<file path="src/common/bp_pkg.sv">
/*
 * Branch prediction shared definitions.
 * Address type, the two-way decode of a fetch address, the control
 * transfer kinds and the fixed table geometry.
 */
package bp_pkg;

	// One fetch or target address
	typedef logic [31:0] address_t;

	// ==============================
	// Table geometry
	// ==============================

	// Address bits feeding the gselect index, above the halfword offset
	localparam int pc_idx_bits = 7;
	// BTB index and tag widths, tied to the union layout below
	localparam int btb_index_bits = 6;
	localparam int btb_tag_bits = 24;
	// Sequential fetch step in bytes
	localparam int unsigned inst_bytes = 4;

	// The same fetch address seen by the BTB and by the gselect table
	typedef union packed {
		struct packed {
			logic [btb_tag_bits-1:0] tag;
			logic [btb_index_bits-1:0] index;
			logic [1:0] offset;
		} btb;
		struct packed {
			logic [31-pc_idx_bits-1:0] unused;
			logic [pc_idx_bits-1:0] index;
			logic offset;
		} gsel;
		address_t word;
	} fetch_addr_u;

	// Kind of control transfer recorded in the BTB
	typedef enum logic [1:0] {
		xk_branch = 2'd0,
		xk_jump   = 2'd1,
		xk_call   = 2'd2,
		xk_return = 2'd3
	} xfer_kind_e;

endpackage

</file>
<file path="src/rtl/next_pc_select.sv">
/*
 * Next fetch address selection.
 * Picks sequential, BTB or return stack address and raises the stack
 * requests for predicted calls and returns.
 */
`timescale 1ns/1ps

module next_pc_select (
	input  logic en,
	input  bp_pkg::address_t fetch_pc,
	input  logic pred_taken,
	input  logic btb_hit,
	input  bp_pkg::xfer_kind_e btb_kind,
	input  bp_pkg::address_t btb_target,
	input  bp_pkg::address_t ras_top,
	output bp_pkg::address_t next_pc,
	output logic predict_taken,
	output logic ras_push,
	output logic ras_pop
);
	import bp_pkg::*;

	address_t seq_pc;

	assign seq_pc = fetch_pc + address_t'(inst_bytes);

	always_comb begin
		next_pc = seq_pc;
		ras_push = 1'b0;
		ras_pop = 1'b0;
		// Without a hit the fetch simply falls through
		if (en && btb_hit) begin
			case (btb_kind)
				xk_jump: next_pc = btb_target;
				xk_call: begin
					next_pc = btb_target;
					ras_push = 1'b1;
				end
				xk_return: begin
					next_pc = ras_top;
					ras_pop = 1'b1;
				end
				// Conditional branch goes by the direction predictor
				default: begin
					if (pred_taken) begin
						next_pc = btb_target;
					end
				end
			endcase
		end
	end

	// Taken means leaving the sequential path
	assign predict_taken = (next_pc != seq_pc);

endmodule

</file>
<file path="config.mk">
export PLATFORM = sky130hd
export DESIGN_NAME = next_pc_select
export DESIGN_NICKNAME = d
export VERILOG_FILES = /design/src/common/bp_pkg.sv /design/src/rtl/next_pc_select.sv
export SDC_FILE = /design/constraint.sdc
export NUM_CORES = 1
export LEC_CHECK = 0
export BUFFER_PORTS_ARGS = -buffer_cell sky130_fd_sc_hd__buf_2
export CAP_MARGIN = 25
export CORE_MARGIN = 4
export CORE_UTILIZATION = 45
export DETAILED_ROUTE_END_ITERATION = 10
export PLACE_DENSITY = 0.83
export SLEW_MARGIN = 20
export SYNTH_ARGS = -nofsm -noshare
export SYNTH_HDL_FRONTEND = slang
export SYNTH_SLANG_ARGS = --single-unit
</file>
<file path="constraint.sdc">
create_clock -name vclk -period 5.3
set_clock_uncertainty 0.1 [all_clocks]
set_input_delay 0.53 -clock vclk [all_inputs]
set_output_delay 0.53 -clock vclk [all_outputs]
set_load 0.03 [all_outputs]
</file>
Word-level counts from Yosys, hierarchy flattened
Cells that the tools add are included.
{ "classes": {"div_mod_pow": 0, "n_lt_le_gt_ge": 0, "n_addsub": 1, "n_reduce_logical": 2, "muxes": 7, "bitwise": 0, "shifts": 0, "eq_ne": 4, "n_mul": 0} }
{ "op_table": {"columns": ["op", "count"], "rows": [
  ["32-bit two-way mux", 2],
  ["32-bit case mux with 2 select lines", 1],
  ["32-bit by 3-bit adder with 32-bit output (second input constant)", 1],
  ["32-bit inequality test", 1],
  ["2-bit equality test (second input constant)", 2],
  ["1-bit two-way mux", 4],
  ["2-bit by 1-bit equality test with 1-bit output (second input constant)", 1],
  ["2-bit OR reduction", 1],
  ["1-bit logical AND", 1]
]} }
{ "totals": {"ram_bits": 0, "memories": 0, "in_bits": 101, "output_inout_bits": 35, "latch_bits": 0, "rom_bits": 0, "ff_bits": 0, "elab_cells": 14} }

Logic depth before layout (Yosys ltp)
{ "depth": {"word_depth": 5, "ltp_mapped": 14} }

Worst setup path after synthesis
Ideal clock, no wire load.
{ "synth_path": {"kind": "input -> output", "startpoint": "input fetch_pc[12]", "endpoint": "output predict_taken", "path_buffers": 1, "arrival_ns": 3.392, "setup_slack_ns": 1.278, "path_stages": 10, "required_ns": 4.670, "cell_sequence": "buf_2 and4_1 nand4_1 nor4_1 xor2_1 mux2_2 or4_1 nor4_1 a41o_1 o211ai_1"} }
{ "synth_between": {"elab_chain_cells": 5} }
{ "synth_lines": {"columns": ["item", "line_no", "text"], "rows": [
  ["start, declared", "next_pc_select.sv:10", "input bp_pkg::address_t fetch_pc,"],
  ["32-bit by 3-bit adder with 32-bit output (*)", "next_pc_select.sv:25", "assign seq_pc = fetch_pc + address_t'(inst_bytes);"],
  ["32-bit two-way mux", "next_pc_select.sv:45", "if (pred_taken) begin"],
  ["32-bit case mux with 2 select lines", "next_pc_select.sv:33", "case (btb_kind)"],
  ["32-bit two-way mux", "next_pc_select.sv:32", "if (en && btb_hit) begin"],
  ["32-bit inequality test (*)", "next_pc_select.sv:54", "assign predict_taken = (next_pc != seq_pc);"],
  ["end, declared", "next_pc_select.sv:17", "output logic predict_taken,"]
]} }
Every way passes the cells marked *; elsewhere a longest branch is shown, timed or not.

Final worst setup path
Same ends and word-level chain as after synthesis.

==> out/qor.yml <==
run_status:
  outcome: "finished, final reports clean"
grt:
  grt-ovfl-total: 0
  grt_pass1_wl_um: 21000
  grt_usage_pct: 29.8
  grt_antenna_before_repair: 0
  grt_max_degree: 55
  first_global_vias: 4203
timing:
  slew_viol_final: 0
  finalHoldViolCount: 0
  worst_pin_slew_ps: 898
  period_share_pct: 85.9
  relSlewSlack_pct: 40.1
  clock.fmax_mhz: 220
  min_period_ps: 4550
  tns_ps: 0
  rsz0062_at_grt: "no"
  setup_viol: 0
  whs_ps: 1370
final_layout:
  nNetsFinal: 708
  syn2layout_area_growth_pct: 22.1
  drive_gt1_share_pct: 26.6
  regArea_um2: 0
  layout_commonest_cell: "buf_2"
  clkbuf_count: 0
  seq_cells: 0
  design_area_um2: 3760
  antenna_cells: 0
  final_core_util_pct: 57.9
  stdcell_count: 678
  final_cell_mix: "136 x buf_2, 59 x nand2_1, 43 x nor2_1"
floorplanning:
  pin_count: 136
  fp.dieH_um: 90.7
  row_count: 29
  fp.coreArea_um2: 6490
  start_util_pct: 47.4
  die_w_um: 90.7
  die_area_um2: 8230
pwr:
  p_comb_share_pct: 100.0
  clockPowerShare_pct: 0
  p_seq_share_pct: 0
  power.internal_uw: 146
  power.leakage_nw: 1.54
  p_sw_uw: 264
  ir_drop_uv: 56.6
  switching_share_pct: 64.4
  power_density_nw_per_um2: 109
drt:
  wl_um: 13400
  avgViaCountPerCell: 6.91
  drtAntennaViolNets: 0
  route.vias.total: 4682
  wl_per_cell_um: 19.7
  drt_iter0_drc: 596
  drtPass1Iterations: 6
  drc: 0
worst_setup_path:
  crit_path_end_kind: "primary output"
  cp_max_fo: 9
  cp.required_ps: 4670
  setup.worst_path.class: "input port to primary output"
  slowest_stage: "or4_1"
  endpoint: "predict_taken"
  cpPeakStageDelay_ps: 520
  crit_chain: "buf_2 > and4_1 > nand4_1 > nor4_1 > xor2_1 > mux2_2 > or4_1 > nor4_1 > a41o_1 > o211ai_1 > buf_2"
  startpoint: "fetch_pc[12]"
  start_kind: "input port"
  worst_ep_arrival_time_ps: 3920
logic_synthesis:
  synth_top_area_share_pct: 8.53
  syn_area_um2: 3080
  yosys_warnings: 0
  synth_fp_nets: 605
  yosysSeqAreaShare_pct: 0
  synth.distinct_cells: 62
  synth_area_per_cell_um2: 6.16
  yosysTopAreaCell: "a221oi_1"
  synth_area_leaders: "a221oi_1 8.5%, nand2_1 7.2%, xnor2_1 5.4%"
  netlist_instances: 500
placement:
  dp.cells: 678
  dpl_cell_area_um2: 3760
  numPortBuffers: 136
  gp_congestion: 0.938
  place_hpwl_um: 10200
clock_network:
  cts_hold_buf: 0
  cts_setup_buffers: 0
  post_cts_resize_count: 0
hold_path:
  hold_path.class: "input port to primary output"
job:
  cap_violations: 0
[per-stage QoR]
stage	power, mW	setup WS (ps)
floorplan	0.261	1280
global placement	0.393	953
detailed placement	0.399	838
CTS	0.400	822
global route	0.439	602
finish	0.410	747
[logic make-up after synthesis]
group | count (synthesis) | synth area share [%]
XOR/XNOR | 36 | 10.2
AO/OA/AOI/OAI | 176 | 41.8
buffers and inverters | 60 | 7.39
multiplexers | 11 | 3.70
adder cells (fa/ha/maj) | 4 | 1.62
AND/OR/NAND/NOR | 213 | 35.3
[synth_stat cells, types with 5 or more instances]
cell type  number
nor2_1         43
nand4_1        15
xor2_1         17
nor3_1         13
o21ai_0        32
a221o_1        12
o221ai_1        7
nand2b_1        5
inv_1          15
or3_1          16
buf_1           9
nor4_1          7
a21oi_1        21
mux2i_1         8
a22oi_1        14
and3_1          6
a211oi_1        5
clkbuf_1       33
xnor2_1        19
nand3_1        26
o22ai_1        11
nand2_1        59
a221oi_1       30
o31ai_1         9
[layer usage]
| metal | wire length [um] | up-vias | GRT usage [%] |
|---|---|---|---|
| li1 | - | 2161 | - |
| met1 | 5410 | 2118 | 40.8 |
| met2 | 6140 | 369 | 49.2 |
| met3 | 1550 | 34 | 4.08 |
| met4 | 272 | 0 | 6.76 |
| met5 | 0 | - | 0 |
[power by group through the flow]
stage | sequential [mW] | combinational [mW] | clock (mW)
floorplan | 0 | 0.261 | 0
global placement | 0 | 0.393 | 0
detailed placement | 0 | 0.399 | 0
CTS | 0 | 0.400 | 0
global route | 0 | 0.439 | 0
finish | 0 | 0.410 | 0
[how the worst min path moves through the flow]
stage,from,to,slack (ps),cells after the start
after floorplan,btb_hit,ras_push,1190,1
after global placement,btb_hit,ras_push,1370,3
after detailed placement,btb_hit,ras_push,1370,3
after CTS,btb_hit,ras_push,1370,3
after global routing,btb_hit,ras_push,1400,3
final,btb_hit,ras_push,1370,3
[area by class of cell]
cell class / instances / area [um2]
fillers: 648 / 2740
inverters: 16 / 60.1
multi-input cells: 440 / 2860
repair buffers: 145 / 748
well taps: 77 / 96.3
[critical path, delay by kind of cell]
kind | cells | cell delay, ps
buffers and inverters | 2 | 360
muxes | 1 | 370
AOI/OAI and AO/OA | 2 | 300
xor gates and xnor gates | 1 | 330
and+or+nand+nor | 5 | 2030
(Power assumes the default switching activity.)
