### config.mk
export PLATFORM = sky130hd
export DESIGN_NAME = branch_target_buffer
export DESIGN_NICKNAME = d
export VERILOG_FILES = /design/src/common/bp_pkg.sv /design/src/rtl/btb/branch_target_buffer.sv
export SDC_FILE = /design/constraint.sdc
export NUM_CORES = 2
export LEC_CHECK = 0
export BUFFER_PORTS_ARGS = -buffer_cell sky130_fd_sc_hd__buf_2
export CAP_MARGIN = 20
export CORE_ASPECT_RATIO = 1.25
export CORE_MARGIN = 2
export CORE_UTILIZATION = 55
export CTS_CLUSTER_SIZE = 20
export DETAILED_ROUTE_END_ITERATION = 10
export PLACE_DENSITY = 0.73
export REMOVE_ABC_BUFFERS = 1
export SETUP_SLACK_MARGIN = 0.3
export SYNTH_ARGS = -nofsm -noshare
export SYNTH_HDL_FRONTEND = slang
export SYNTH_SLANG_ARGS = --single-unit
### constraint.sdc
create_clock -name clk -period 4.1 [get_ports clk]
set_clock_uncertainty 0.15 [all_clocks]
set_input_delay 0.205 -clock clk [delete_from_list [all_inputs] [get_ports clk]]
set_output_delay 0.205 -clock clk [all_outputs]
set_load 0.1 [all_outputs]
### src/common/bp_pkg.sv
/*
 * Branch prediction shared definitions.
 * Address type, the two-way decode of a fetch address, the control
 * transfer kinds and the fixed table geometry.
 */
package bp_pkg;

	// One fetch or target address
	typedef logic [31:0] address_t;

	// ==============================
	// Table geometry
	// ==============================

	// Address bits feeding the gselect index, above the halfword offset
	localparam int pc_idx_bits = 7;
	// BTB index and tag widths, tied to the union layout below
	localparam int btb_index_bits = 6;
	localparam int btb_tag_bits = 24;
	// Sequential fetch step in bytes
	localparam int unsigned inst_bytes = 4;

	// The same fetch address seen by the BTB and by the gselect table
	typedef union packed {
		struct packed {
			logic [btb_tag_bits-1:0] tag;
			logic [btb_index_bits-1:0] index;
			logic [1:0] offset;
		} btb;
		struct packed {
			logic [31-pc_idx_bits-1:0] unused;
			logic [pc_idx_bits-1:0] index;
			logic offset;
		} gsel;
		address_t word;
	} fetch_addr_u;

	// Kind of control transfer recorded in the BTB
	typedef enum logic [1:0] {
		xk_branch = 2'd0,
		xk_jump   = 2'd1,
		xk_call   = 2'd2,
		xk_return = 2'd3
	} xfer_kind_e;

endpackage

### src/rtl/btb/branch_target_buffer.sv
/*
 * Branch target buffer.
 * Direct-mapped table of tag, target and transfer kind, looked up by
 * fetch address and written by taken commits.
 */
`timescale 1ns/1ps

module branch_target_buffer #(
	parameter int btb_entries = 64
) (
	input  logic clk,
	input  logic rst,
	input  logic en,
	input  bp_pkg::address_t fetch_pc,
	input  logic cmt_valid,
	input  bp_pkg::address_t cmt_pc,
	input  bp_pkg::xfer_kind_e cmt_kind,
	input  logic cmt_taken,
	input  bp_pkg::address_t cmt_target,
	output logic btb_hit,
	output bp_pkg::xfer_kind_e btb_kind,
	output bp_pkg::address_t btb_target
);
	import bp_pkg::*;

	// ==============================
	// Storage
	// ==============================

	// Payload arrays carry no reset, only the valid bits are cleared
	logic [btb_tag_bits-1:0] tag_table [btb_entries];
	xfer_kind_e kind_table [btb_entries];
	address_t target_table [btb_entries];
	logic [btb_entries-1:0] entry_valid;

	fetch_addr_u fetch_view;
	fetch_addr_u cmt_view;
	logic [btb_index_bits-1:0] rd_idx;
	logic [btb_index_bits-1:0] wr_idx;
	logic tag_match;
	logic wr_en;

	assign fetch_view.word = fetch_pc;
	assign cmt_view.word = cmt_pc;

	// ==============================
	// Fetch lookup
	// ==============================

	assign rd_idx = fetch_view.btb.index;
	assign tag_match = (tag_table[rd_idx] == fetch_view.btb.tag);
	// A hit needs a valid entry with the same tag, and prediction enabled
	assign btb_hit = en & entry_valid[rd_idx] & tag_match;
	// Kind and target are only meaningful together with btb_hit
	assign btb_kind = kind_table[rd_idx];
	assign btb_target = target_table[rd_idx];

	// ==============================
	// Commit write
	// ==============================

	assign wr_idx = cmt_view.btb.index;
	// Any taken transfer allocates or refreshes its slot
	assign wr_en = en & cmt_valid & cmt_taken;

	always_ff @(posedge clk) begin
		if (rst) begin
			entry_valid <= '0;
		end else if (wr_en) begin
			entry_valid[wr_idx] <= 1'b1;
		end
	end

	// Overwrite the whole entry, a conflicting address simply evicts it
	always_ff @(posedge clk) begin
		if (wr_en) begin
			tag_table[wr_idx] <= cmt_view.btb.tag;
			kind_table[wr_idx] <= cmt_kind;
			target_table[wr_idx] <= cmt_target;
		end
	end

endmodule

### Word-level counts from Yosys, hierarchy flattened

Memories as Yosys holds them, arrays and structs flattened.
Index checks and enable logic that the tools add are counted.

| storage, ports and cells | value |
|---|---|
| register bits after elaboration | 64 |
| bits in latches | 0 |
| bits in writable memories | 3712 |
| ROM bits | 0 |
| input bits | 103 |
| output and inout bits | 35 |
| logic and storage cells | 20 |
| memories kept | 3 |

Memories:

| memory | words | bits a word | rd ports | clocked after Yosys merged registers in | write ports | RTL line | RTL |
|---|---|---|---|---|---|---|---|
| target_table | 64 | 32 | 1 | 0 | 1 | branch_target_buffer.sv:33 | `address_t target_table [btb_entries];` |
| tag_table | 64 | 24 | 1 | 0 | 1 | branch_target_buffer.sv:31 | `logic [btb_tag_bits-1:0] tag_table [btb_entries];` |
| kind_table | 64 | 2 | 1 | 0 | 1 | branch_target_buffer.sv:32 | `xfer_kind_e kind_table [btb_entries];` |

| cells by class | value |
|---|---|
| add/sub/neg operators | 0 |
| multiply operators | 0 |
| divide/modulo/power cells | 0 |
| magnitude comparators | 3 |
| eq/ne operators | 1 |
| shift operators | 0 |
| mux-type cells | 6 |
| bitwise gates (word level) | 5 |
| reductions and logical operators | 1 |

Operators with widths:

| kind | number |
|---|---|
| bitwise OR 64 bit | 1 |
| == test 24 bit | 1 |
| < comparator 6 x 7 -> 1 bit (second input constant) | 2 |
| binary-select mux 1 bit (select 6 bit) | 1 |
| demux 1 bit (select 6 bit) | 1 |
| greater-or-equal comparator 6 x 1 -> 1 bit (second input constant) | 1 |
| bitwise AND 1 bit | 4 |
| 2-to-1 mux 1 bit | 4 |
| logical AND 1 bit | 1 |

### Depth between registers and ports, before layout

| depth | value |
|---|---|
| word-level depth | 5 |
| depth in mapped cells | 15 |
| mapped depth without buffers | 9 |

### Least setup slack after synthesis

OpenSTA, ideal clock, no wires.

| path | value |
|---|---|
| kind | input port to output port |
| start point | input port fetch_pc[3] |
| end point | output port btb_kind[0] |
| arrival | 4.171 ns |
| required time | 3.745 ns |
| setup slack | -0.426 ns |
| cell stages on the path | 9 |
| path buffers | 5 |
| cells stage by stage | buf_2 -> buf_2 -> buf_2 -> clkbuf_1 -> clkbuf_1 -> mux4_2 -> mux4_2 -> mux2i_1 -> o21ai_0 |

| between the ends | value |
|---|---|
| cells in the longest elaborated chain, start to end | 1 |

RTL lines:

| item | RTL line | RTL |
|---|---|---|
| from (decl) | branch_target_buffer.sv:14 | `input bp_pkg::address_t fetch_pc,` |
| memory read (64 x 2 bit) | n/a |  |
| to (decl) | branch_target_buffer.sv:21 | `output bp_pkg::xfer_kind_e btb_kind,` |

Every way passes these cells.

### Final worst setup path

| path | value |
|---|---|
| start point | memory tag_table[52][23] |
| end point | output port btb_hit |

| between the ends | value |
|---|---|
| cells in the longest elaborated chain, start to end | 3 |

RTL lines:

| item | RTL line | RTL |
|---|---|---|
| from (decl) | branch_target_buffer.sv:31 |  |
| memory read (64 x 24 bit) | n/a |  |
| == test 24 bit | branch_target_buffer.sv:51 | `assign tag_match = (tag_table[rd_idx] == fetch_view.btb.tag);` |
| bitwise AND 1 bit | branch_target_buffer.sv:53 | `assign btb_hit = en & entry_valid[rd_idx] & tag_match;` |
| to (decl) | branch_target_buffer.sv:20 | `output logic btb_hit,` |

Every way passes these cells.

==> flow_summary_export.csv <==
group,metric,value,unit
run_status,outcome,"complete, but fails checks",
run_status,violations,"setup timing",
placement,place_ws,-0.574,ns
clock_tree,clk_latency,0.90,ns
layout,final_cell_area,165000,um2
worst_setup_path,crit_required,3.74,ns
die,rows,209,
sta,worst_pin_slew,1.10,ns
worst_setup_path,arrival,4.15,ns
sta,final_hold_viol_count,0,
clock_tree,cts_num_sinks,3776,
clock_tree,cts_tree,"yes",
synthesis,seq_area_frac_synth,78.4,%
global_route,grt_overflow,0,
clock_tree,cts_buffers,347,
synthesis,synth_cell_types,60,
die,die_width,461,um
clock_tree,htreeDepth,5,
worst_setup_path,startpoint_type,"flop",
clock_tree,cts-root-buf,"clkbuf_16",
sta,maxSlewHeadroom,26.5,%
detailed_routing,routed_via_density,7.03,
global_route,grt_pass1_vias,71800,
synthesis,ys_warn_count,0,
detailed_routing,ant_nets,0,
sta,final-setup-viol-count,1,
global_route,grt_pass1_wl,567000,um
synthesis,syn_inst,5939,
die,ios,138,
synthesis,synthesis.area,144000,um2
synthesis,synth_common_cells,"3,712 x edfxtp_1, 1,085 x mux4_2, 191 x nor2_1, 138 x clkbuf_1, 84 x mux2i_1",
synthesis,netlist.area_leader.share,77.5,%
run,max-cap-violations,0,
sta,min_period_over_period,110,%
power,max-vdd-ir-drop,0.407,mV
sta,rsz0062_at_grt,"yes",
global_route,track_usage,31.1,%
layout,nFillCells,16300,
sta,slew_viol_final,0,
detailed_routing,drc,0,
detailed_routing,dr.pass1.iters,8,
power,cellPowerDensity,481,nW/um2
layout,fin_nets,6644,
sta,setup_ws,-0.406,ns
placement,port_buffers,133,
synthesis,async_flop_share,0,%
placement,gp_congestion,0.816,
detailed_routing,vias,72400,
layout,layout-drive-gt1-share,32.5,%
die,core,260000,um2
synthesis,syn_area_per_cell,24.2,um2
synthesis,synth_edf_count,3712,
synthesis,synth_top_cell_by_area,"edfxtp_1",
synthesis,ys_top_cells_by_area,"edfxtp_1 78%, mux4_2 17%, dfxtp_1 0.89%",
power,power.leakage,51.4,nW
clock_tree,clkTransAtPathRegs,0.06,ns
synthesis,yosysMostFrequentCell,"edfxtp_1",
sta,fin_crit,4.51,ns
die,initial_core_util,55.4,%
power,power,0.0792,W
sta,fmax,0.222,GHz
placement,dpl_cell_area,152000,um2
worst_setup_path,crit_type,"flop to primary output",
global_route,antenna_found_initial,24,
worst_setup_path,cp_max_fo,1,
global_route,grt_max_degree,105,
placement,dp_hpwl,209000,um
worst_hold_path,worstHoldPathType,"primary input to flop",
detailed_routing,drt-initial-drc-count,12200,
worst_setup_path,crit_path_end_kind,"primary output",
synthesis,synth-seq-cells,3776,
clock_tree,clock_path_buffers,4,
layout,syn_to_final_growth,14.6,%
detailed_routing,drt_wl_total,412000,um
synthesis,synth_top_flop_cell,"edfxtp_1",
detailed_routing,wl_per_cell,40.0,um
die,die_area,266000,um2
die,die_h,576,um
[routing by layer]
| layer | part of all wire (%) | vias up | GRT usage, % |
|---|---|---|---|
| li1 | - | 26900 | - |
| met1 | 34 | 38500 | 41.6 |
| met2 | 49 | 5947 | 50.1 |
| met3 | 12 | 1161 | 5.83 |
| met4 | 5.4 | 8 | 14.6 |
| met5 | 0.013 | - | 0 |
[placed cells by master (no fill, tap or decap), types with 17 or more instances in the layout]
cell type,Yosys,routed
a211oi_1,20,19
a21oi_1,49,47
a22oi_1,58,57
buf_12,1,160
buf_2,67,124
buf_4,56,206
bufinv_16,0,39
clkbuf_1,138,60
clkbuf_16,0,356
clkinv_1,0,68
clkinv_2,0,56
clkinvlp_4,0,17
dfxtp_1,64,64
dlygate4sd3_1,0,63
edfxtp_1,3712,3712
mux2_2,20,20
mux2i_1,84,83
mux4_2,1085,1085
nand2_1,64,64
nor2_1,191,126
nor2_4,0,65
o21ai_0,23,21
o221ai_1,25,25
o22ai_1,29,28
[kinds of logic after synthesis]
kind of cell	count (synthesis)	synth area share, %
AND/OR/NAND/NOR	347	1.07
XOR/XNOR	25	0.152
AO/OA/AOI/OAI	280	1.40
buffers and inverters	321	1.21
flip-flops	3776	78.4
multiplexers	1190	17.7
[cell type report]
cell class | count | area (um2) | area share (%)
inverter | 5 | 21.3 | 0.0129
clock inverter | 198 | 2140 | 1.30
antenna | 8 | 20.0 | 0.0122
sequential | 3776 | 113000 | 68.5
clock buffer | 421 | 9200 | 5.59
timing repair buffer | 569 | 6340 | 3.85
tap | 3481 | 4360 | 2.64
multi-input combinational | 1842 | 29900 | 18.1
[flip-flops by register name, indices dropped and copies added (netlist names)]
| name | flops |
|---|---|
| entry_valid | 64 |
| kind_table | 128 |
| tag_table | 1536 |
| target_table | 2048 |
[path summary, 6_finish.rpt]
kind,from,to,slack [ns],cells past startpoint
max,tag_table[52][23],btb_hit,-0.41,13
min,cmt_target[5],target_table[32][5],0.13,2
max reg2reg,entry_valid[5],entry_valid[5],3.24,2
min reg2reg,entry_valid[22],entry_valid[22],0.32,2
[timing repair]
item                       4_1_cts  5_1_grt
setup endpoints to repair        9        5
gates cloned                     3        0
buffers inserted                 0        0
gates resized for setup         14       16
pin swaps                        6        6
hold endpoints to repair      3789        6
hold buffers                    61        2
[metrics by stage]
step           TNS [ns]  utilization (%)  std cells  hold slack [ns]
5_1_grt          -0.465             63.4      10300            0.152
6_report         -0.406             63.4      10300            0.133
3_3_place_gp     -0.530             58.7       9603            0.293
4_1_cts          -0.456             63.4      10300           0.0923
3_5_place_dp     -0.574             58.7       9603            0.307
2_1_floorplan         0                -       5623            0.127
[critical path, cell delays in order (launching register included)]
cell and delay [ns]:
edfxtp_1 0.38, mux4_2 0.50, mux2i_4 0.18, a21oi_2 0.08, o2bb2ai_2 0.15, nor3_4 0.32, buf_6 0.16, xor2_2 0.13
nand4_1 0.24, nor4_2 0.35, buf_4 0.20, and4_4 0.28, buf_6 0.11, buf_12 0.16
[report_power, final]
| group | switching [W] | internal, W |
|---|---|---|
| clock network | 0.0141 | 0.0185 |
| registers | 0.0000225 | 0.0424 |
| logic | 0.00253 | 0.00158 |
Note: power is estimated with default switching activity, not from simulation.
