### src/common/bp_pkg.sv
/*
 * Branch prediction shared definitions.
 * Address type, the two-way decode of a fetch address, the control
 * transfer kinds and the fixed table geometry.
 */
package bp_pkg;

	// One fetch or target address
	typedef logic [31:0] address_t;

	// ==============================
	// Table geometry
	// ==============================

	// Address bits feeding the gselect index, above the halfword offset
	localparam int pc_idx_bits = 7;
	// BTB index and tag widths, tied to the union layout below
	localparam int btb_index_bits = 6;
	localparam int btb_tag_bits = 24;
	// Sequential fetch step in bytes
	localparam int unsigned inst_bytes = 4;

	// The same fetch address seen by the BTB and by the gselect table
	typedef union packed {
		struct packed {
			logic [btb_tag_bits-1:0] tag;
			logic [btb_index_bits-1:0] index;
			logic [1:0] offset;
		} btb;
		struct packed {
			logic [31-pc_idx_bits-1:0] unused;
			logic [pc_idx_bits-1:0] index;
			logic offset;
		} gsel;
		address_t word;
	} fetch_addr_u;

	// Kind of control transfer recorded in the BTB
	typedef enum logic [1:0] {
		xk_branch = 2'd0,
		xk_jump   = 2'd1,
		xk_call   = 2'd2,
		xk_return = 2'd3
	} xfer_kind_e;

endpackage

### src/rtl/gselect/gselect_predictor.sv
/*
 * Gselect direction predictor.
 * Two-bit counters indexed by fetch address bits joined with global
 * history, trained from committed conditional branches.
 */
`timescale 1ns/1ps

module gselect_predictor #(
	parameter int hist_len = 2
) (
	input  logic clk,
	input  logic rst,
	input  logic en,
	input  bp_pkg::address_t fetch_pc,
	input  logic cmt_valid,
	input  logic cmt_branch,
	input  bp_pkg::address_t cmt_pc,
	input  logic cmt_taken,
	output logic pred_taken
);
	import bp_pkg::*;

	localparam int idx_bits = pc_idx_bits + hist_len;
	localparam int entries = 1 << idx_bits;

	// Counter storage, 0 is strongly not taken and 3 strongly taken
	logic [1:0] ctr_table [entries];
	logic [entries-1:0] ctr_valid;
	logic [hist_len-1:0] ghist;

	fetch_addr_u fetch_view;
	fetch_addr_u cmt_view;
	logic [idx_bits-1:0] rd_idx;
	logic [idx_bits-1:0] wr_idx;
	logic [1:0] rd_ctr;
	logic [1:0] wr_ctr_old;
	logic [1:0] wr_ctr_new;
	logic train;

	assign fetch_view.word = fetch_pc;
	assign cmt_view.word = cmt_pc;

	// ==============================
	// Fetch side lookup
	// ==============================

	// Read index follows the current history
	assign rd_idx = {fetch_view.gsel.index, ghist};
	// An entry never trained reads as weakly not taken
	assign rd_ctr = ctr_valid[rd_idx] ? ctr_table[rd_idx] : 2'd1;
	assign pred_taken = en & rd_ctr[1];

	// ==============================
	// Commit side training
	// ==============================

	assign train = en & cmt_valid & cmt_branch;
	// Write index uses the history as it stood before this commit shifts it
	assign wr_idx = {cmt_view.gsel.index, ghist};
	assign wr_ctr_old = ctr_valid[wr_idx] ? ctr_table[wr_idx] : 2'd1;

	// Step one toward the outcome, saturating at both ends
	always_comb begin
		if (cmt_taken) begin
			wr_ctr_new = (wr_ctr_old == 2'd3) ? 2'd3 : wr_ctr_old + 2'd1;
		end else begin
			wr_ctr_new = (wr_ctr_old == 2'd0) ? 2'd0 : wr_ctr_old - 2'd1;
		end
	end

	// History and valid bits are control state
	always_ff @(posedge clk) begin
		if (rst) begin
			ghist <= '0;
			ctr_valid <= '0;
		end else if (train) begin
			// Newest outcome enters at bit 0, the oldest falls off the top
			ghist <= hist_len'({ghist, cmt_taken});
			ctr_valid[wr_idx] <= 1'b1;
		end
	end

	always_ff @(posedge clk) begin
		if (train) begin
			ctr_table[wr_idx] <= wr_ctr_new;
		end
	end

	// A commit must carry a known outcome or the history goes bad
	assert property (@(posedge clk) disable iff (rst) cmt_valid |-> !$isunknown(cmt_taken));

endmodule

### config.mk
export PLATFORM = sky130hd
export DESIGN_NAME = gselect_predictor
export DESIGN_NICKNAME = d
export VERILOG_FILES = /design/src/common/bp_pkg.sv /design/src/rtl/gselect/gselect_predictor.sv
export SDC_FILE = /design/constraint.sdc
export NUM_CORES = 2
export LEC_CHECK = 0
export BUFFER_PORTS_ARGS = -buffer_cell sky130_fd_sc_hd__buf_2
export CAP_MARGIN = 20
export CORE_MARGIN = 5
export CORE_UTILIZATION = 35
export DETAILED_ROUTE_END_ITERATION = 12
export GPL_TIMING_DRIVEN = 0
export SLEW_MARGIN = 40
export SYNTH_ARGS = -nofsm -noshare
export SYNTH_HDL_FRONTEND = slang
export SYNTH_SLANG_ARGS = --single-unit
export TNS_END_PERCENT = 30
### constraint.sdc
create_clock -name clk -period 33.6 [get_ports clk]
set_input_delay 6.72 -clock clk [delete_from_list [all_inputs] [get_ports clk]]
set_output_delay 6.72 -clock clk [all_outputs]
set_load 0.05 [all_outputs]
# Word level (Yosys, flattened, before mapping)
# Memories as Yosys holds them, arrays and structs flattened.
# Index checks and enable logic that the tools add are counted.
[totals] ff_bits=514 input_bits=70 ramBits=1024 romBits=0 word_cells=28 output_inout_bits=1 latchBits=0 n_memories=1
[classes] n_reduce_logical=2 n_addsub=2 bitwise_logic=4 n_div=0 n_lt_le_gt_ge=3 n_mux=13 multipliers=0 shift=0 n_eq_ne=1
[mem_list] memory="ctr_table" depth=512 width=2 rd=2 rd_clocked_by_memory_dff=0 write_ports=1 line="gselect_predictor.sv:27" rtl="logic [1:0] ctr_table [entries];"
[op_table] operator="OR 512 bit" n=1
[op_table] operator="less-than comparator 9 x 10 -> 1 bit, second input constant" n=2
[op_table] operator="binary-select mux 1 bit (select 9 bit)" n=2
[op_table] operator="2-to-1 mux 2 bit" n=5
[op_table] operator="demux 1 bit (select 9 bit)" n=1
[op_table] operator=">= comparator 9 x 1 -> 1 bit, second input constant" n=1
[op_table] operator="2-to-1 mux 1 bit" n=5
[op_table] operator="bitwise AND 1 bit" n=3
[op_table] operator="adder 2 x 1 -> 2 bit, second input constant" n=1
[op_table] operator="equality test 2 bit, second input constant" n=1
[op_table] operator="logical NOT 2 bit" n=1
[op_table] operator="subtractor 2 x 1 -> 2 bit, second input constant" n=1
[op_table] operator="logical AND 1 bit" n=1

# Longest topological paths before layout
[logic_depth] depth_word=6 ltp_mapped=16 mapped_depth_nobuf=9

# Worst setup path after synthesis
# No wires, ideal clock.
[synth_path] path_kind="input to register" from="input cmt_pc[1]" to="memory ctr_table[0][0], data pin" required_time_ns=30.727 arrival_time_ns=22.038 slack_ns=8.689 path_buffers=3 path_stages=11 setup_time_ns=2.873 path_cell_list="clkinv_1 -> buf_2 -> buf_1 -> buf_1 -> mux2i_1 -> o22ai_1 -> o21ai_0 -> nand4_1 -> nor3_2 -> o21ai_1 -> a21boi_1"
[synth_between] elab_chain_len=6 word_cells_on_any_way=11 cone_classes="add/sub: 2; eq/ne: 1; mux: 6; reduce/logical: 1; memory: 1"
[synth_lines] item="start: declaration" line="gselect_predictor.sv:17" rtl="input bp_pkg::address_t cmt_pc,"
[synth_lines] item="binary-select mux 1 bit (select 9 bit)" line="gselect_predictor.sv:60" rtl="assign wr_ctr_old = ctr_valid[wr_idx] ? ctr_table[wr_idx] : 2'd1;"
[synth_lines] item="2-to-1 mux 1 bit (implied by the code)" line="gselect_predictor.sv:60"
[synth_lines] item="2-to-1 mux 2 bit (*)" line="gselect_predictor.sv:60"
[synth_lines] item="subtractor 2 x 1 -> 2 bit, or another cell as far along" line="gselect_predictor.sv:67" rtl="wr_ctr_new = (wr_ctr_old == 2'd0) ? 2'd0 : wr_ctr_old - 2'd1;"
[synth_lines] item="2-to-1 mux 2 bit (on tied branches)" line="gselect_predictor.sv:67, gselect_predictor.sv:65"
[synth_lines] item="2-to-1 mux 2 bit (*)" line="gselect_predictor.sv:64" rtl="if (cmt_taken) begin"
[synth_lines] item="via wr_ctr_new[0]" line="gselect_predictor.sv:37" rtl="logic [1:0] wr_ctr_new;"
[synth_lines] item="end: declaration" line="gselect_predictor.sv:27"
# The timed path passes the listed nets; every way through them passes the cells marked *. The select of a mux whose other input is x is not followed.

# Worst setup path in the final report
[layout_path] from="input fetch_pc[1]" to="output pred_taken"
[layout_between] elab_chain_len=4 word_cells_on_any_way=5 cone_classes="mux: 3; bitwise: 1; memory: 1"
[layout_lines] item="start: declaration" line="gselect_predictor.sv:14" rtl="input bp_pkg::address_t fetch_pc,"
[layout_lines] item="binary-select mux 1 bit (select 9 bit)" line="gselect_predictor.sv:50" rtl="assign rd_ctr = ctr_valid[rd_idx] ? ctr_table[rd_idx] : 2'd1;"
[layout_lines] item="2-to-1 mux 1 bit (implied by the code)" line="gselect_predictor.sv:50"
[layout_lines] item="2-to-1 mux 2 bit (*)" line="gselect_predictor.sv:50"
[layout_lines] item="bitwise AND 1 bit (*)" line="gselect_predictor.sv:51" rtl="assign pred_taken = en & rd_ctr[1];"
[layout_lines] item="end: declaration" line="gselect_predictor.sv:19" rtl="output logic pred_taken"
# Mark *: on every way between the ends. The rest lies on a longest branch, timed or not. The select of a mux whose other input is x is not followed.

==> out/results.tsv <==
metric	value	unit
placed_cell_area	70500	um^2
synth_area_leaders	edfxtp_1 (48%), dfxtp_1 (16%), mux4_2 (15%), nor2_1 (9.2%), mux2i_1 (2.3%)	
overflow	0	
synth_area_per_cell	13.3	um^2
crit_type	primary input to output pin	
p_per_area	56.2	nW/um^2
vdd_drop_max	54.8	uV
highest_layer	met5	
drt-pass1-iter-count	8	
ant_nets	0	
dieArea	194000	um^2
finalClockSkew	59.5	ps
cts-root-buf	clkbuf_16	
critical_path_arrival	11760	ps
ys_async_sr_fraction	0	%
dr_wl_met2	137000	um
max_freq	0.0541	GHz
antenna_found_initial	53	
cp-start-kind	primary input	
required	26880	ps
worst_slew_pin_slew	1060	ps
yosysTopAreaCell	edfxtp_1	
hold_buffers	0	
final.period_utilization	55.0	%
grt_pass1_wl	432000	um
postSynthCellCount	4874	
synth-edff-count	1024	
wl_met1	117000	um
ios	71	
core-area	183000	um^2
initial_core_util	35.3	%
synth_top_area_share	47.5	%
yosys_warnings	0	
area_growth	17.9	%
fillers	17100	
crit_fanout	10	
synth-main-ff-cell	edfxtp_1	
slew_headroom	28.9	%
grt_max_degree	29	
fp-row-count	157	
hold_viol_final	0	
cts.clk_slew.worst_paths	60	ps
final_nets	5237	
wl_per_cell	42.5	um
place_congestion	1.08	
synthesis.nets	4944	
drv_slew	0	
cts_resized	0	
worst_hold_slack	465	ps
grt_usage	33.8	%
synth-seq-cells	1538	
multiInputGateArea	22000	um^2
syn_area	64700	um^2
seq_area_frac_synth	63.4	%
seq_area	41000	um^2
route.detailed.drc	0	
cts_tree	built	
cts_buffers	164	
postCtsSetupBuffers	0	
ys_types	81	
total_power	0.00428	W
drive_gt1_share	20.6	%
cts_num_sinks	1538	
finalSetupViolations	0	
wl_met3	48000	um
drtIter0Drc	10000	
htree_levels	4	
wl	332000	um
finish.utilization	41.6	%
worstSkewPairLatency	880	ps
p_leak	24.4	nW
max-cap-violations	0	
grt_pass1_vias	45800	
setup_tns	0	ps
min_delay_path_depth	2	
io_buffers	16	
rsz0062_at_grt	no	
hpwl	239000	um
stdcell_area	76300	um^2
hp-class	flip-flop to flip-flop	
cts_buffer_depth	3	
vias_per_cell	6.38	
fin_crit	18480	ps
r2r_cells	20	
vias	49800	
end_kind	output pin	
fp.dieH	440	um
outcome	complete, no violations	
die_w	440	um
-- stage by stage --
step / setup slack, ps / std cells
3_5_place_dp: 15590 / 7464
4_1_cts: 15580 / 7774
6_report: 15120 / 7807
5_1_grt: 15460 / 7780
2_1_floorplan: 8690 / 4874
3_3_place_gp: -10720 / 7354
-- layer usage --
metal | global-route usage, % | up-vias
li1 | - | 18700
met1 | 42.6 | 25300
met2 | 48.1 | 4676
met3 | 12.7 | 1150
met4 | 23.3 | 26
met5 | 0 | -
-- cell usage after synthesis (21+ instances only) --
cell type and count:
o21ai_0 53, nand2_1 194, a21oi_1 40, nor2b_1 22, mux2i_1 147, dfxtp_1 514, nand4_1 25, o21ai_1 21
a22oi_1 44, buf_6 26, buf_2 44, o22ai_1 21, edfxtp_1 1024, nand3_1 133, a221oi_1 22, buf_4 28
mux4_2 417, clkbuf_1 211, nor2_1 1586, o211ai_1 21
-- critical path, cell delays in order --
cell and delay, ps:
buf_2 150, clkbuf_2 350, clkbuf_2 430, buf_16 270
clkbuf_2 520, clkbuf_2 660, o311ai_1 1030, o311ai_2 430
a32oi_1 760, o22ai_1 150, buf_2 240
-- cells by family after synthesis --
kind of cell,count (synthesis),share of synthesized area [%]
and+or+nand+nor,2043,12.7
muxes,584,17.1
AOI/OAI and AO/OA,361,3.97
DFF,1538,63.4
buffers and inverters,348,2.77
-- report_power, final --
part,switching [W],internal [W],leakage (nW)
combinational,0.000244,0.0000894,8.37
clock,0.000822,0.00106,2.74
sequential,0.000000232,0.00207,13.3
total,0.00107,0.00322,24.4
-- path summary, 6_finish.rpt --
check | start | endpoint | slack [ps]
worst max-delay path | fetch_pc[1] | pred_taken | 15120
worst min-delay path | ctr_valid[18]$_SDFFE_PP0P_ | ctr_valid[18]$_SDFFE_PP0P_ | 470
worst max register to register | ghist[1]$_SDFFE_PP0P_ | ctr_table[340][0]$_DFFE_PP_ | 26030
worst min register to register | ctr_valid[18]$_SDFFE_PP0P_ | ctr_valid[18]$_SDFFE_PP0P_ | 470
-- registers in the layout (all words and copies together), names as in the netlist --
register	cells
ctr_table	1024
ctr_valid	512
ghist	2
-- final cells by class --
| type | instances | share of cell area, % |
|---|---|---|
| well taps | 2464 | 4.04 |
| inverters | 10 | 0.0509 |
| flip-flops and latches | 1538 | 53.8 |
| plain buffers | 338 | 2.56 |
| diodes | 32 | 0.105 |
| repair buffers | 127 | 3.20 |
| clock buffers | 231 | 6.17 |
| clock inverters | 79 | 1.21 |
| multi-input cells | 2988 | 28.9 |
-- cell usage in the layout, fill, tap and decap left out, drive strengths merged, types with 6 or more instances in the layout --
master	netlist	routed
edfxtp	1024	1024
mux2	20	20
o2111ai	6	6
o22ai	21	21
a2111oi	13	13
a21oi	40	40
o211ai	22	22
and3	9	9
a311oi	13	13
a22oi	44	44
nand4	25	25
clkbuf	211	442
dfxtp	514	514
nand3	133	133
nor2	1586	1586
a221oi	22	22
inv	7	17
and2	6	6
buf	127	254
mux2i	147	147
o221ai	7	7
a211oi	17	17
nand3b	6	6
nand2	194	194
diode	0	32
nor3	19	19
nor2b	22	22
mux4	417	417
bufinv	0	9
clkinv	3	61
nand2b	11	11
a22o	15	15
o21ai	74	74
a31oi	16	16
(Power assumes the default switching activity.)
