## config.mk

```make
export PLATFORM = sky130hd
export DESIGN_NAME = return_stack
export DESIGN_NICKNAME = d
export VERILOG_FILES = /design/src/common/bp_pkg.sv /design/src/rtl/return_stack.sv
export SDC_FILE = /design/constraint.sdc
export NUM_CORES = 1
export LEC_CHECK = 0
export ABC_AREA = 1
export BUFFER_PORTS_ARGS = -buffer_cell sky130_fd_sc_hd__buf_2
export CAP_MARGIN = 10
export CORE_UTILIZATION = 55
export CTS_CLUSTER_SIZE = 40
export DETAILED_ROUTE_END_ITERATION = 10
export HOLD_SLACK_MARGIN = 0.1
export PLACE_DENSITY_LB_ADDON = 0.15
export SLEW_MARGIN = 20
export SYNTH_ARGS = -nofsm -noshare
export SYNTH_HDL_FRONTEND = slang
export SYNTH_SLANG_ARGS = --single-unit
```

## constraint.sdc

```tcl
create_clock -name clk -period 3.8 [get_ports clk]
set_input_delay 0.76 -clock clk [delete_from_list [all_inputs] [get_ports clk]]
set_output_delay 0.76 -clock clk [all_outputs]
set_load 0.01 [all_outputs]
```

## src/common/bp_pkg.sv

```systemverilog
/*
 * Branch prediction shared definitions.
 * Address type, the two-way decode of a fetch address, the control
 * transfer kinds and the fixed table geometry.
 */
package bp_pkg;

	// One fetch or target address
	typedef logic [31:0] address_t;

	// ==============================
	// Table geometry
	// ==============================

	// Address bits feeding the gselect index, above the halfword offset
	localparam int pc_idx_bits = 7;
	// BTB index and tag widths, tied to the union layout below
	localparam int btb_index_bits = 6;
	localparam int btb_tag_bits = 24;
	// Sequential fetch step in bytes
	localparam int unsigned inst_bytes = 4;

	// The same fetch address seen by the BTB and by the gselect table
	typedef union packed {
		struct packed {
			logic [btb_tag_bits-1:0] tag;
			logic [btb_index_bits-1:0] index;
			logic [1:0] offset;
		} btb;
		struct packed {
			logic [31-pc_idx_bits-1:0] unused;
			logic [pc_idx_bits-1:0] index;
			logic offset;
		} gsel;
		address_t word;
	} fetch_addr_u;

	// Kind of control transfer recorded in the BTB
	typedef enum logic [1:0] {
		xk_branch = 2'd0,
		xk_jump   = 2'd1,
		xk_call   = 2'd2,
		xk_return = 2'd3
	} xfer_kind_e;

endpackage

```

## src/rtl/return_stack.sv

```systemverilog
/*
 * Return address stack.
 * Circular stack of return addresses, pushed on predicted calls and
 * popped on predicted returns.
 */
`timescale 1ns/1ps

module return_stack #(
	parameter int ras_depth = 8
) (
	input  logic clk,
	input  logic rst,
	input  bp_pkg::address_t fetch_pc,
	input  logic ras_push,
	input  logic ras_pop,
	output bp_pkg::address_t ras_top
);
	import bp_pkg::*;

	localparam int ptr_bits = (ras_depth > 1) ? $clog2(ras_depth) : 1;
	localparam int cnt_bits = $clog2(ras_depth + 1);

	address_t stack_mem [ras_depth];
	// ptr points at the current top, count tracks how many entries hold data
	logic [ptr_bits-1:0] ptr;
	logic [ptr_bits-1:0] ptr_inc;
	logic [ptr_bits-1:0] ptr_dec;
	logic [cnt_bits-1:0] count;
	logic empty;

	assign empty = (count == '0);

	// Wrap explicitly so a depth that is not a power of two still works
	assign ptr_inc = (ptr == ptr_bits'(ras_depth - 1)) ? '0 : ptr + 1'b1;
	assign ptr_dec = (ptr == '0) ? ptr_bits'(ras_depth - 1) : ptr - 1'b1;

	// An empty stack reads zero
	assign ras_top = empty ? '0 : stack_mem[ptr];

	always_ff @(posedge clk) begin
		if (rst) begin
			ptr <= '0;
			count <= '0;
		end else if (ras_push) begin
			ptr <= ptr_inc;
			// Once full the oldest entry is overwritten and count stays put
			if (count != cnt_bits'(ras_depth)) begin
				count <= count + 1'b1;
			end
		end else if (ras_pop && !empty) begin
			ptr <= ptr_dec;
			count <= count - 1'b1;
		end
	end

	// The return address is the instruction after the call
	always_ff @(posedge clk) begin
		if (ras_push) begin
			stack_mem[ptr_inc] <= fetch_pc + address_t'(inst_bytes);
		end
	end

	// One fetch is either a call or a return, never both
	assert property (@(posedge clk) disable iff (rst) !(ras_push && ras_pop));

endmodule

```

# Yosys cells after proc, flatten, opt, wreduce, memory -nomap -nowiden
# Memory sizes are Yosys's and may differ from the RTL's. A register that Yosys moved wholly into a read port is not among the register bits.
# Cells that the tools add are included.
dict set report word_totals {
  inputBits 36
  mem_count 1
  word_cells 29
  ram_bits 256
  reg_bits 7
}
dict set report classes {
  addsub 5
  reduce_logical 6
  eq_ne 3
  n_mux 12
}
# name depth width rd rd_clocked_by_memory_dff write_ports line
set memory_table {}
lappend memory_table {stack_mem 8 32 1 1 1 return_stack.sv:23} ;# address_t stack_mem [ras_depth];
# operator count
set ops {}
lappend ops {{$add 32x3->32 const B} 1}
lappend ops {{$mux 32} 1}
lappend ops {{$mux 3} 6}
lappend ops {{$mux 4} 3}
lappend ops {{$add 4x1->4 const B} 1}
lappend ops {{$logic_not 4->1} 1}
lappend ops {{$ne 4x4->1 const B} 1}
lappend ops {{$sub 4x1->4 const B} 1}
lappend ops {{$add 3x1->3 const B} 1}
lappend ops {{$eq 3x3->1 const B} 1}
lappend ops {{$logic_not 3->1} 1}
lappend ops {{$sub 3x1->3 const B} 1}
lappend ops {{$mux 1} 2}
lappend ops {{$ne 2x1->1 const B} 1}
lappend ops {{$reduce_and 2->1} 1}
lappend ops {{$reduce_bool 2->1} 1}
lappend ops {{$logic_and 1x1->1} 1}
lappend ops {{$logic_not 1->1} 1}

# Logic depth before layout (Yosys ltp)
# Gate-level depths: netlist of the first run.
dict set report logic_depth {
  ltp_word 7
  mapped_depth 10
  ltp_nobuf 10
}

# Least setup slack after synthesis of the first run
# OpenSTA, ideal clock, no wires.
dict set report synth_path {
  kind {reg2reg}
  startpoint {reg ptr[0]}
  endpoint {mem stack_mem[1][0] (netlist name) (enable)}
  n_path_buf 0
  arrival_time_ns 2.635
  path_stages_with_launch 6
  synth_period_minus_slack_ns 3.056
  required_ns 3.379
  slack_ns 0.744
  path_cell_list {dfxtp_1 -> ha_1 -> ha_1 -> or2_2 -> or2_2 -> nor2_1}
}
dict set report synth_between {
  elab_chain_cells 2
}
# element line
set synth_rtl {}
lappend synth_rtl {{start, declared} return_stack.sv:25} ;# logic [ptr_bits-1:0] ptr;
lappend synth_rtl {{start signal, assigned} return_stack.sv:45} ;# ptr <= ptr_inc;
lappend synth_rtl {{start signal, assigned} return_stack.sv:51} ;# ptr <= ptr_dec;
lappend synth_rtl {{$add 3x1->3 / $eq 3x3->1 (equally long branches)} return_stack.sv:34} ;# assign ptr_inc = (ptr == ptr_bits'(ras_depth - 1)) ? '0 : ptr + 1'b1;
lappend synth_rtl {{$mux 3 (*)} return_stack.sv:34}
lappend synth_rtl {{end, declared} return_stack.sv:23}
# Every way passes the cells marked *; elsewhere a longest branch is shown, timed or not.

==> out/qor.log, run 1 <==
INFO  status         status=complete, no violations
INFO  routing        routed_wire_length_per_instance=18.0um
INFO  timing         tightestPinTransition=845ps
INFO  cts            cts_buffers=27
INFO  cts            cts-resized-gates=0
INFO  place          io_buffers=67
INFO  cells_and_area drive_gt1_frac=0.115
INFO  yosys          post_synthesis_cell_area=11600um^2
INFO  pwr            combPwrFrac=0.191
INFO  timing         fin_crit=3340ps
INFO  floorplanning  pin_count=68
INFO  critical_path  crit_path_cell_trace=buf_4 -> o21ai_0 -> o21ai_0 -> nor2_1 -> nor2_1 -> buf_2
INFO  cts            cts-htree-levels=1
INFO  cts            cts_root_buf=sky130_fd_sc_hd__clkbuf_16
INFO  yosys          synth-seq-area-share=0.679
INFO  routing        drc_violation_count_after_routing=0
INFO  timing         timing_max_transition_violations_final=0
INFO  timing         final.period_utilization=0.879
INFO  critical_path  critical_path.max_fanout=53
INFO  place          globalplace.congestion=0.854
INFO  yosys          mappedNetlistNets=1136
INFO  floorplanning  start_util=0.566
INFO  routing        firstDrtPassIters=6
INFO  cts            clock_sink_count=266
INFO  cells_and_area nets=1197
INFO  cells_and_area commonest_cells_after_routing_fill_and_taps_aside=sky130_fd_sc_hd__nor2_1 (336), sky130_fd_sc_hd__edfxtp_1 (256), sky130_fd_sc_hd__nand2_1 (140)
INFO  yosys          syn-instance-count=1091
INFO  critical_path  critical_path_class=register to primary output
INFO  timing         fin_tns_setup=0ps
INFO  min_path       classification_of_the_worst_slack_hold_path=primary input to register
INFO  grt            largest_net_degree_at_the_start_of_global_routing=129
INFO  timing         achievable-frequency=299MHz
INFO  pwr            power_frac_seq=0.466
INFO  cells_and_area postLayoutCoreUtil=0.637
INFO  critical_path  cp_num_buf_inv=2
INFO  critical_path  worstPathArrival=2580ps
INFO  timing         hold_ws=506ps
INFO  critical_path  critPathTopFamily=buffers and inverters
INFO  cts            clock_tree.buffer_depth=3
INFO  critical_path  timing.critical_path.slowest_cell_delay=650ps
INFO  grt            first_global_vias=7414
INFO  cts            clk_pin_slew_worst_paths=60ps
INFO  yosys          yosysWarnings=0
INFO  critical_path  worstPathRequired=3040ps
INFO  cells_and_area fillers=1614
INFO  cts            cts_tree=built
INFO  routing        detail_route.wirelength=25900um
INFO  routing        ant_nets=0
INFO  grt            grtUsageTotal=0.243
INFO  cells_and_area antenna-diode-count=0
INFO  floorplanning  die_height=147um
INFO  cts            cts-hold-fix-buffers=0
INFO  grt            overflow=0
INFO  critical_path  cp-start-kind=register
INFO  routing        drt-vias-per-instance=5.50
INFO  pwr            internal_power=5.46mW
INFO  pwr            p_leak=4.78nW
INFO  grt            grt_first_pass_wirelength=40300um
INFO  timing         max-slew-margin-rel=0.437
INFO  floorplanning  std_cell_rows=52
INFO  grt            antenna_found_initial=0
INFO  yosys          synth.ff_latch_count=266
INFO  pwr            power.share.switching=0.279
INFO  yosys          syn_area_cell=10.6um^2
INFO  timing         hold_viol=0
INFO  critical_path  critPathCaptureType=primary output
INFO  pwr            pwr-share-clk=0.343
INFO  cts            post-cts-setup-buffers=0
INFO  pwr            ir_worst_vdd=0.561mV
INFO  cts            worst_skew_pair.late_latency=520ps
INFO  pwr            p_switching=2.12mW
INFO  floorplanning  dieArea=21700um^2
INFO  floorplanning  overall_die_width=147um
INFO  floorplanning  placeableCoreArea=20500um^2
INFO  cells_and_area layout_commonest_cell=sky130_fd_sc_hd__nor2_1
INFO  timing         setup-violations-final=0
INFO  timing         grt_setup_unrepaired=no
INFO  job            cap_violations=0
INFO  critical_path  worst_path_max_delay_cell=sky130_fd_sc_hd__dfxtp_4
INFO  cells_and_area layout-area-overhead-vs-synth=12.5%
INFO  timing         clock_skews=9.28ps
INFO  pwr            power.total=7.58mW
INFO  routing        dr_total_vias=7921
INFO  place          dp.final_hpwl=15100um
INFO  pwr            p_per_area=580nW/um^2
INFO  yosys          synth_cell_types=29
INFO  routing        drt_iter0_markers=724
[metrics by stage]
step	area, um^2	setup slack (ps)	instances
6_report	13100	460	1441
3_5_place_dp	12200	994	1393
5_1_grt	13100	253	1441
4_1_cts	13100	434	1441
2_1_floorplan	11600	744	1091
3_3_place_gp	12200	1030	1393
[layout make-up]
type,count,area [um^2],area share
well taps,270,338,0.0259
flip-flops and latches,266,7900,0.605
inverters,27,103,0.00786
multi-input cells,746,3370,0.258
repair buffers,84,488,0.0374
clock inverters,15,164,0.0126
clock buffers,33,698,0.0535
[worst paths after layout]
check | depth (start not counted) | from | to | slack (ps)
min | 2 | rst | count[3] | 510
max reg2reg | 6 | ptr[0] | stack_mem[7][15] | 1140
min reg2reg | 2 | count[2] | count[2] | 540
max | 6 | register | ras_top[15] | 460
[cell families after synthesis]
| group | count (synthesis) | synth area share |
|---|---|---|
| AND/OR/NAND/NOR | 552 | 0.189 |
| flip-flops | 266 | 0.679 |
| AO/OA/AOI/OAI | 168 | 0.0726 |
| buffers and inverters | 79 | 0.0356 |
| XOR/XNOR | 17 | 0.0128 |
| adder cells (fa/ha/maj) | 9 | 0.0103 |
[cells in the mapped netlist (all sizes together)]
library cell / instances / area [um^2]
a21o: 1 / 7.51
a21oi: 5 / 25.0
buf: 29 / 223
clkbuf: 23 / 88.8
dfxtp: 10 / 200
edfxtp: 256 / 7690
fa: 1 / 20.0
ha: 8 / 100
inv: 27 / 101
nand2: 140 / 526
nand3: 51 / 255
nand3b: 10 / 75.1
nand4: 1 / 6.26
nor2: 346 / 1310
o21ai: 162 / 811
or2: 4 / 25.0
xnor2: 7 / 61.3
xor2: 10 / 87.6
[power groups by stage]
stage / registers [mW] / clock network (mW) / logic, mW
3_3_place_gp: 3.59 / 0 / 1.44
3_5_place_dp: 3.59 / 0 / 1.45
4_1_cts: 3.53 / 2.63 / 1.46
2_1_floorplan: 3.56 / 0 / 0.990
5_1_grt: 3.55 / 2.73 / 1.62
6_report: 3.53 / 2.60 / 1.45
[routing by layer]
| layer | vias to the layer above | track usage | routed length, um |
|---|---|---|---|
| met2 | 301 | 0.389 | 12200 |
| met1 | 3722 | 0.344 | 11300 |
| met5 | - | 0 | 0 |
| met3 | 49 | 0.0354 | 1640 |
| met4 | 0 | 0.0789 | 685 |
| li1 | 3849 | - | - |
[state kept, by name, summed over array words and instances, names as in the netlist, named ones only]
name       flops
stack_mem    256
count          4
ptr            3
No activity file was read; power rests on OpenSTA's default activity.
==> inputs of run 2 (changes only) <==
--- a/config.mk
+++ b/config.mk
@@ -8,7 +8,9 @@
 export ABC_AREA = 1
 export BUFFER_PORTS_ARGS = -buffer_cell sky130_fd_sc_hd__buf_2
 export CAP_MARGIN = 10
-export CORE_UTILIZATION = 55
+export CELL_PAD_IN_SITES_DETAIL_PLACEMENT = 0
+export CELL_PAD_IN_SITES_GLOBAL_PLACEMENT = 1
+export CORE_UTILIZATION = 49
 export CTS_CLUSTER_SIZE = 40
 export DETAILED_ROUTE_END_ITERATION = 10
 export HOLD_SLACK_MARGIN = 0.1
==> run 2 against run 1 <==
Combinational power about the same. Design area about the same. Worst hold slack got worse by 6.5 ps. Fmax decreased by 1.6%. Via count decreased by 0.73%. Critical endpoint is now ras_top[29]. Largest cell class unchanged. Critical path depth unchanged. Die area increased by 12%.
==> out/qor.log, run 2 (synthesis gave the netlist of run 1 again) <==
INFO  timing         clock_skews=7.84ps [was 9.28 ps]
INFO  cts            cts-resized-gates=0 [unchanged]
INFO  timing         hold_viol=0 [unchanged]
INFO  cts            clock_sink_count=266 [unchanged]
INFO  routing        dr_total_vias=7863 [was 7921]
INFO  cts            cts_tree=built [unchanged]
INFO  critical_path  worstPathArrival=2640ps [was 2580 ps]
INFO  grt            overflow=0 [unchanged]
INFO  critical_path  critical_path_class=register to primary output [unchanged]
INFO  min_path       hold-path-endpoint=count[3] [unchanged]
INFO  cts            cts-htree-levels=1 [unchanged]
INFO  critical_path  critPathTopFamily=buffers and inverters [unchanged]
INFO  grt            largest_net_degree_at_the_start_of_global_routing=129 [unchanged]
INFO  place          io_buffers=67 [unchanged]
INFO  place          post_dp_cell_area=12300um^2 [was 12200 um^2]
INFO  cells_and_area layout-area-overhead-vs-synth=12.4% [was 12.5%]
INFO  timing         hold_ws=500ps [was 506 ps]
INFO  floorplanning  overall_die_width=156um [was 147 um]
INFO  timing         timing_max_transition_violations_final=0 [unchanged]
INFO  cells_and_area commonest_cells_after_routing_fill_and_taps_aside=sky130_fd_sc_hd__nor2_1 (336), sky130_fd_sc_hd__edfxtp_1 (256), sky130_fd_sc_hd__nand2_1 (140) [unchanged]
INFO  cells_and_area largest_register_ff_count=256 [unchanged]
INFO  routing        drc_violation_count_after_routing=0 [unchanged]
INFO  pwr            power.total=7.34mW [was 7.58 mW]
INFO  routing        ant_nets=0 [unchanged]
INFO  critical_path  critical_path.max_fanout=57 [was 53]
INFO  timing         fin_crit=3400ps [was 3340 ps]
INFO  grt            grt_first_pass_wirelength=41900um [was 40300 um]
INFO  grt            first_global_vias=7376 [was 7414]
INFO  floorplanning  std_cell_rows=55 [was 52]
INFO  timing         max-slew-margin-rel=0.422 [was 0.437]
INFO  floorplanning  start_util=0.507 [was 0.566]
INFO  routing        detail_route.wirelength=27200um [was 25900 um]
INFO  cells_and_area top_register=stack_mem [unchanged]
INFO  routing        routed_wire_length_per_instance=18.3um [was 18.0 um]
INFO  timing         final.period_utilization=0.893 [was 0.879]
INFO  cts            clock_tree.buffer_depth=3 [unchanged]
INFO  min_path       timing.hold.worst_path_depth=2 [unchanged]
INFO  grt            antenna_found_initial=0 [unchanged]
INFO  place          dp.final_hpwl=15900um [was 15100 um]
INFO  critical_path  worstPathRequired=3040ps [about the same]
INFO  timing         setup-violations-final=0 [unchanged]
INFO  critical_path  rr_worst_depth=6 [unchanged]
INFO  floorplanning  dieArea=24300um^2 [was 21700 um^2]
INFO  cts            post-cts-setup-buffers=0 [unchanged]
INFO  routing        drt-vias-per-instance=5.30 [was 5.50]
INFO  job            cap_violations=0 [unchanged]
INFO  floorplanning  die_height=156um [was 147 um]
INFO  critical_path  worst_r2r_startpoint=ptr[0] [unchanged]
INFO  critical_path  critical_path.reg2reg.endpoint=stack_mem[3][17] [was stack_mem[7][15]]
INFO  cts            cts_buffers=27 [unchanged]
INFO  cts            cts-hold-fix-buffers=0 [unchanged]
INFO  timing         fin_tns_setup=0ps [unchanged]
INFO  cts            clk_pin_slew_worst_paths=60ps [about the same]
INFO  critical_path  crit_path_cell_trace=buf_4 -> o21ai_0 -> o21ai_1 -> nor2_1 -> nor2_1 -> buf_2 [was buf_4 -> o21ai_0 -> o21ai_0 -> nor2_1 -> nor2_1 -> buf_2]
INFO  routing        drt_iter0_markers=563 [was 724]
INFO  critical_path  worst_path_max_delay_cell=sky130_fd_sc_hd__dfxtp_4 [unchanged]
INFO  critical_path  r2r_setup_slack=1110ps [was 1140 ps]
INFO  cells_and_area design_area=13100um^2 [about the same]
INFO  floorplanning  placeableCoreArea=22900um^2 [was 20500 um^2]
INFO  status         status=complete, no violations [unchanged]
INFO  critical_path  critPathCaptureType=primary output [unchanged]
INFO  pwr            p_leak=4.75nW [was 4.78 nW]
INFO  grt            grtUsageTotal=0.228 [was 0.243]
INFO  critical_path  most_frequent_cp_cell=sky130_fd_sc_hd__nor2_1
INFO  cells_and_area drive_gt1_frac=0.116 [was 0.115]
INFO  critical_path  cp_num_buf_inv=2 [unchanged]
INFO  pwr            p_per_area=562nW/um^2 [was 580 nW/um^2]
INFO  routing        firstDrtPassIters=5 [was 6]
INFO  critical_path  timing.critical_path.slowest_cell_delay=640ps [was 650 ps]
INFO  place          globalplace.congestion=0.847 [was 0.854]
INFO  cts            cts_root_buf=sky130_fd_sc_hd__clkbuf_16 [unchanged]
INFO  timing         achievable-frequency=295MHz [was 299 MHz]
INFO  timing         grt_setup_unrepaired=no [unchanged]
INFO  cells_and_area postLayoutCoreUtil=0.570 [was 0.637]
INFO  floorplanning  pin_count=68 [unchanged]
INFO  pwr            ir_worst_vdd=0.394mV [was 0.561 mV]
INFO  critical_path  cp-start-kind=register [unchanged]
INFO  cells_and_area nets=1198 [was 1197]
INFO  cells_and_area antenna-diode-count=0 [unchanged]
INFO  min_path       classification_of_the_worst_slack_hold_path=primary input to register [unchanged]
INFO  min_path       timing.hold.worst.start=rst [unchanged]
INFO  timing         tightestPinTransition=867ps [was 845 ps]
INFO  cells_and_area layout_commonest_cell=sky130_fd_sc_hd__nor2_1 [unchanged]
INFO  cts            worst_skew_pair.late_latency=520ps [about the same]
INFO  cells_and_area registers_with_the_highest_flip_flop_counts=stack_mem: 256 flops, count: 4 flops, ptr: 3 flops [unchanged]
[run 2: metrics by stage]
step                      std cells  setup slack [ps]
after global routing           1483               212
after global placement         1437               968
final                          1483               405
after floorplan                1091               744
after detailed placement       1437               976
after CTS                      1483               418
[run 2: report_power, final]
| group | switching, mW | internal, mW |
|---|---|---|
| Combinational | 1.02 | 0.463 |
| Sequential | 0.0740 | 3.45 |
| Clock | 1.04 | 1.28 |
[run 2: final cells by class]
type                       instances  area [um^2]
sequential                       266         7900
multi-input combinational        746         3370
timing repair buffer              85          533
tap                              313          392
inverter                          27          103
fill                            1986         9860
clock buffer                      30          687
clock inverter                    16         73.8
[run 2: worst register-to-register path, stage by stage, from the launching register on]
cell and delay (ps):
sky130_fd_sc_hd__dfxtp_1 340, sky130_fd_sc_hd__ha_1 230, sky130_fd_sc_hd__ha_1 190, sky130_fd_sc_hd__or2_2 280, sky130_fd_sc_hd__or2_2 380, sky130_fd_sc_hd__nor2_4 420, sky130_fd_sc_hd__buf_4 500
[run 2: worst max path at each step]
stage	cells after the start	startpoint	slack, ps	endpoint
2_1_floorplan	5	ptr[0]	740	stack_mem[1][0]
4_1_cts	6	register	420	ras_top[29]
3_5_place_dp	8	register	980	ras_top[1]
5_1_grt	6	register	210	ras_top[4]
3_3_place_gp	6	register	970	ras_top[29]
6_report	6	register	400	ras_top[29]
[run 2: per-layer routing]
layer / vias up / GRT usage / wire length, um
met5: - / 0 / 0
met4: 0 / 0.0551 / 573
met3: 45 / 0.0311 / 1360
met2: 199 / 0.381 / 13000
met1: 3764 / 0.316 / 12200
li1: 3855 / - / -
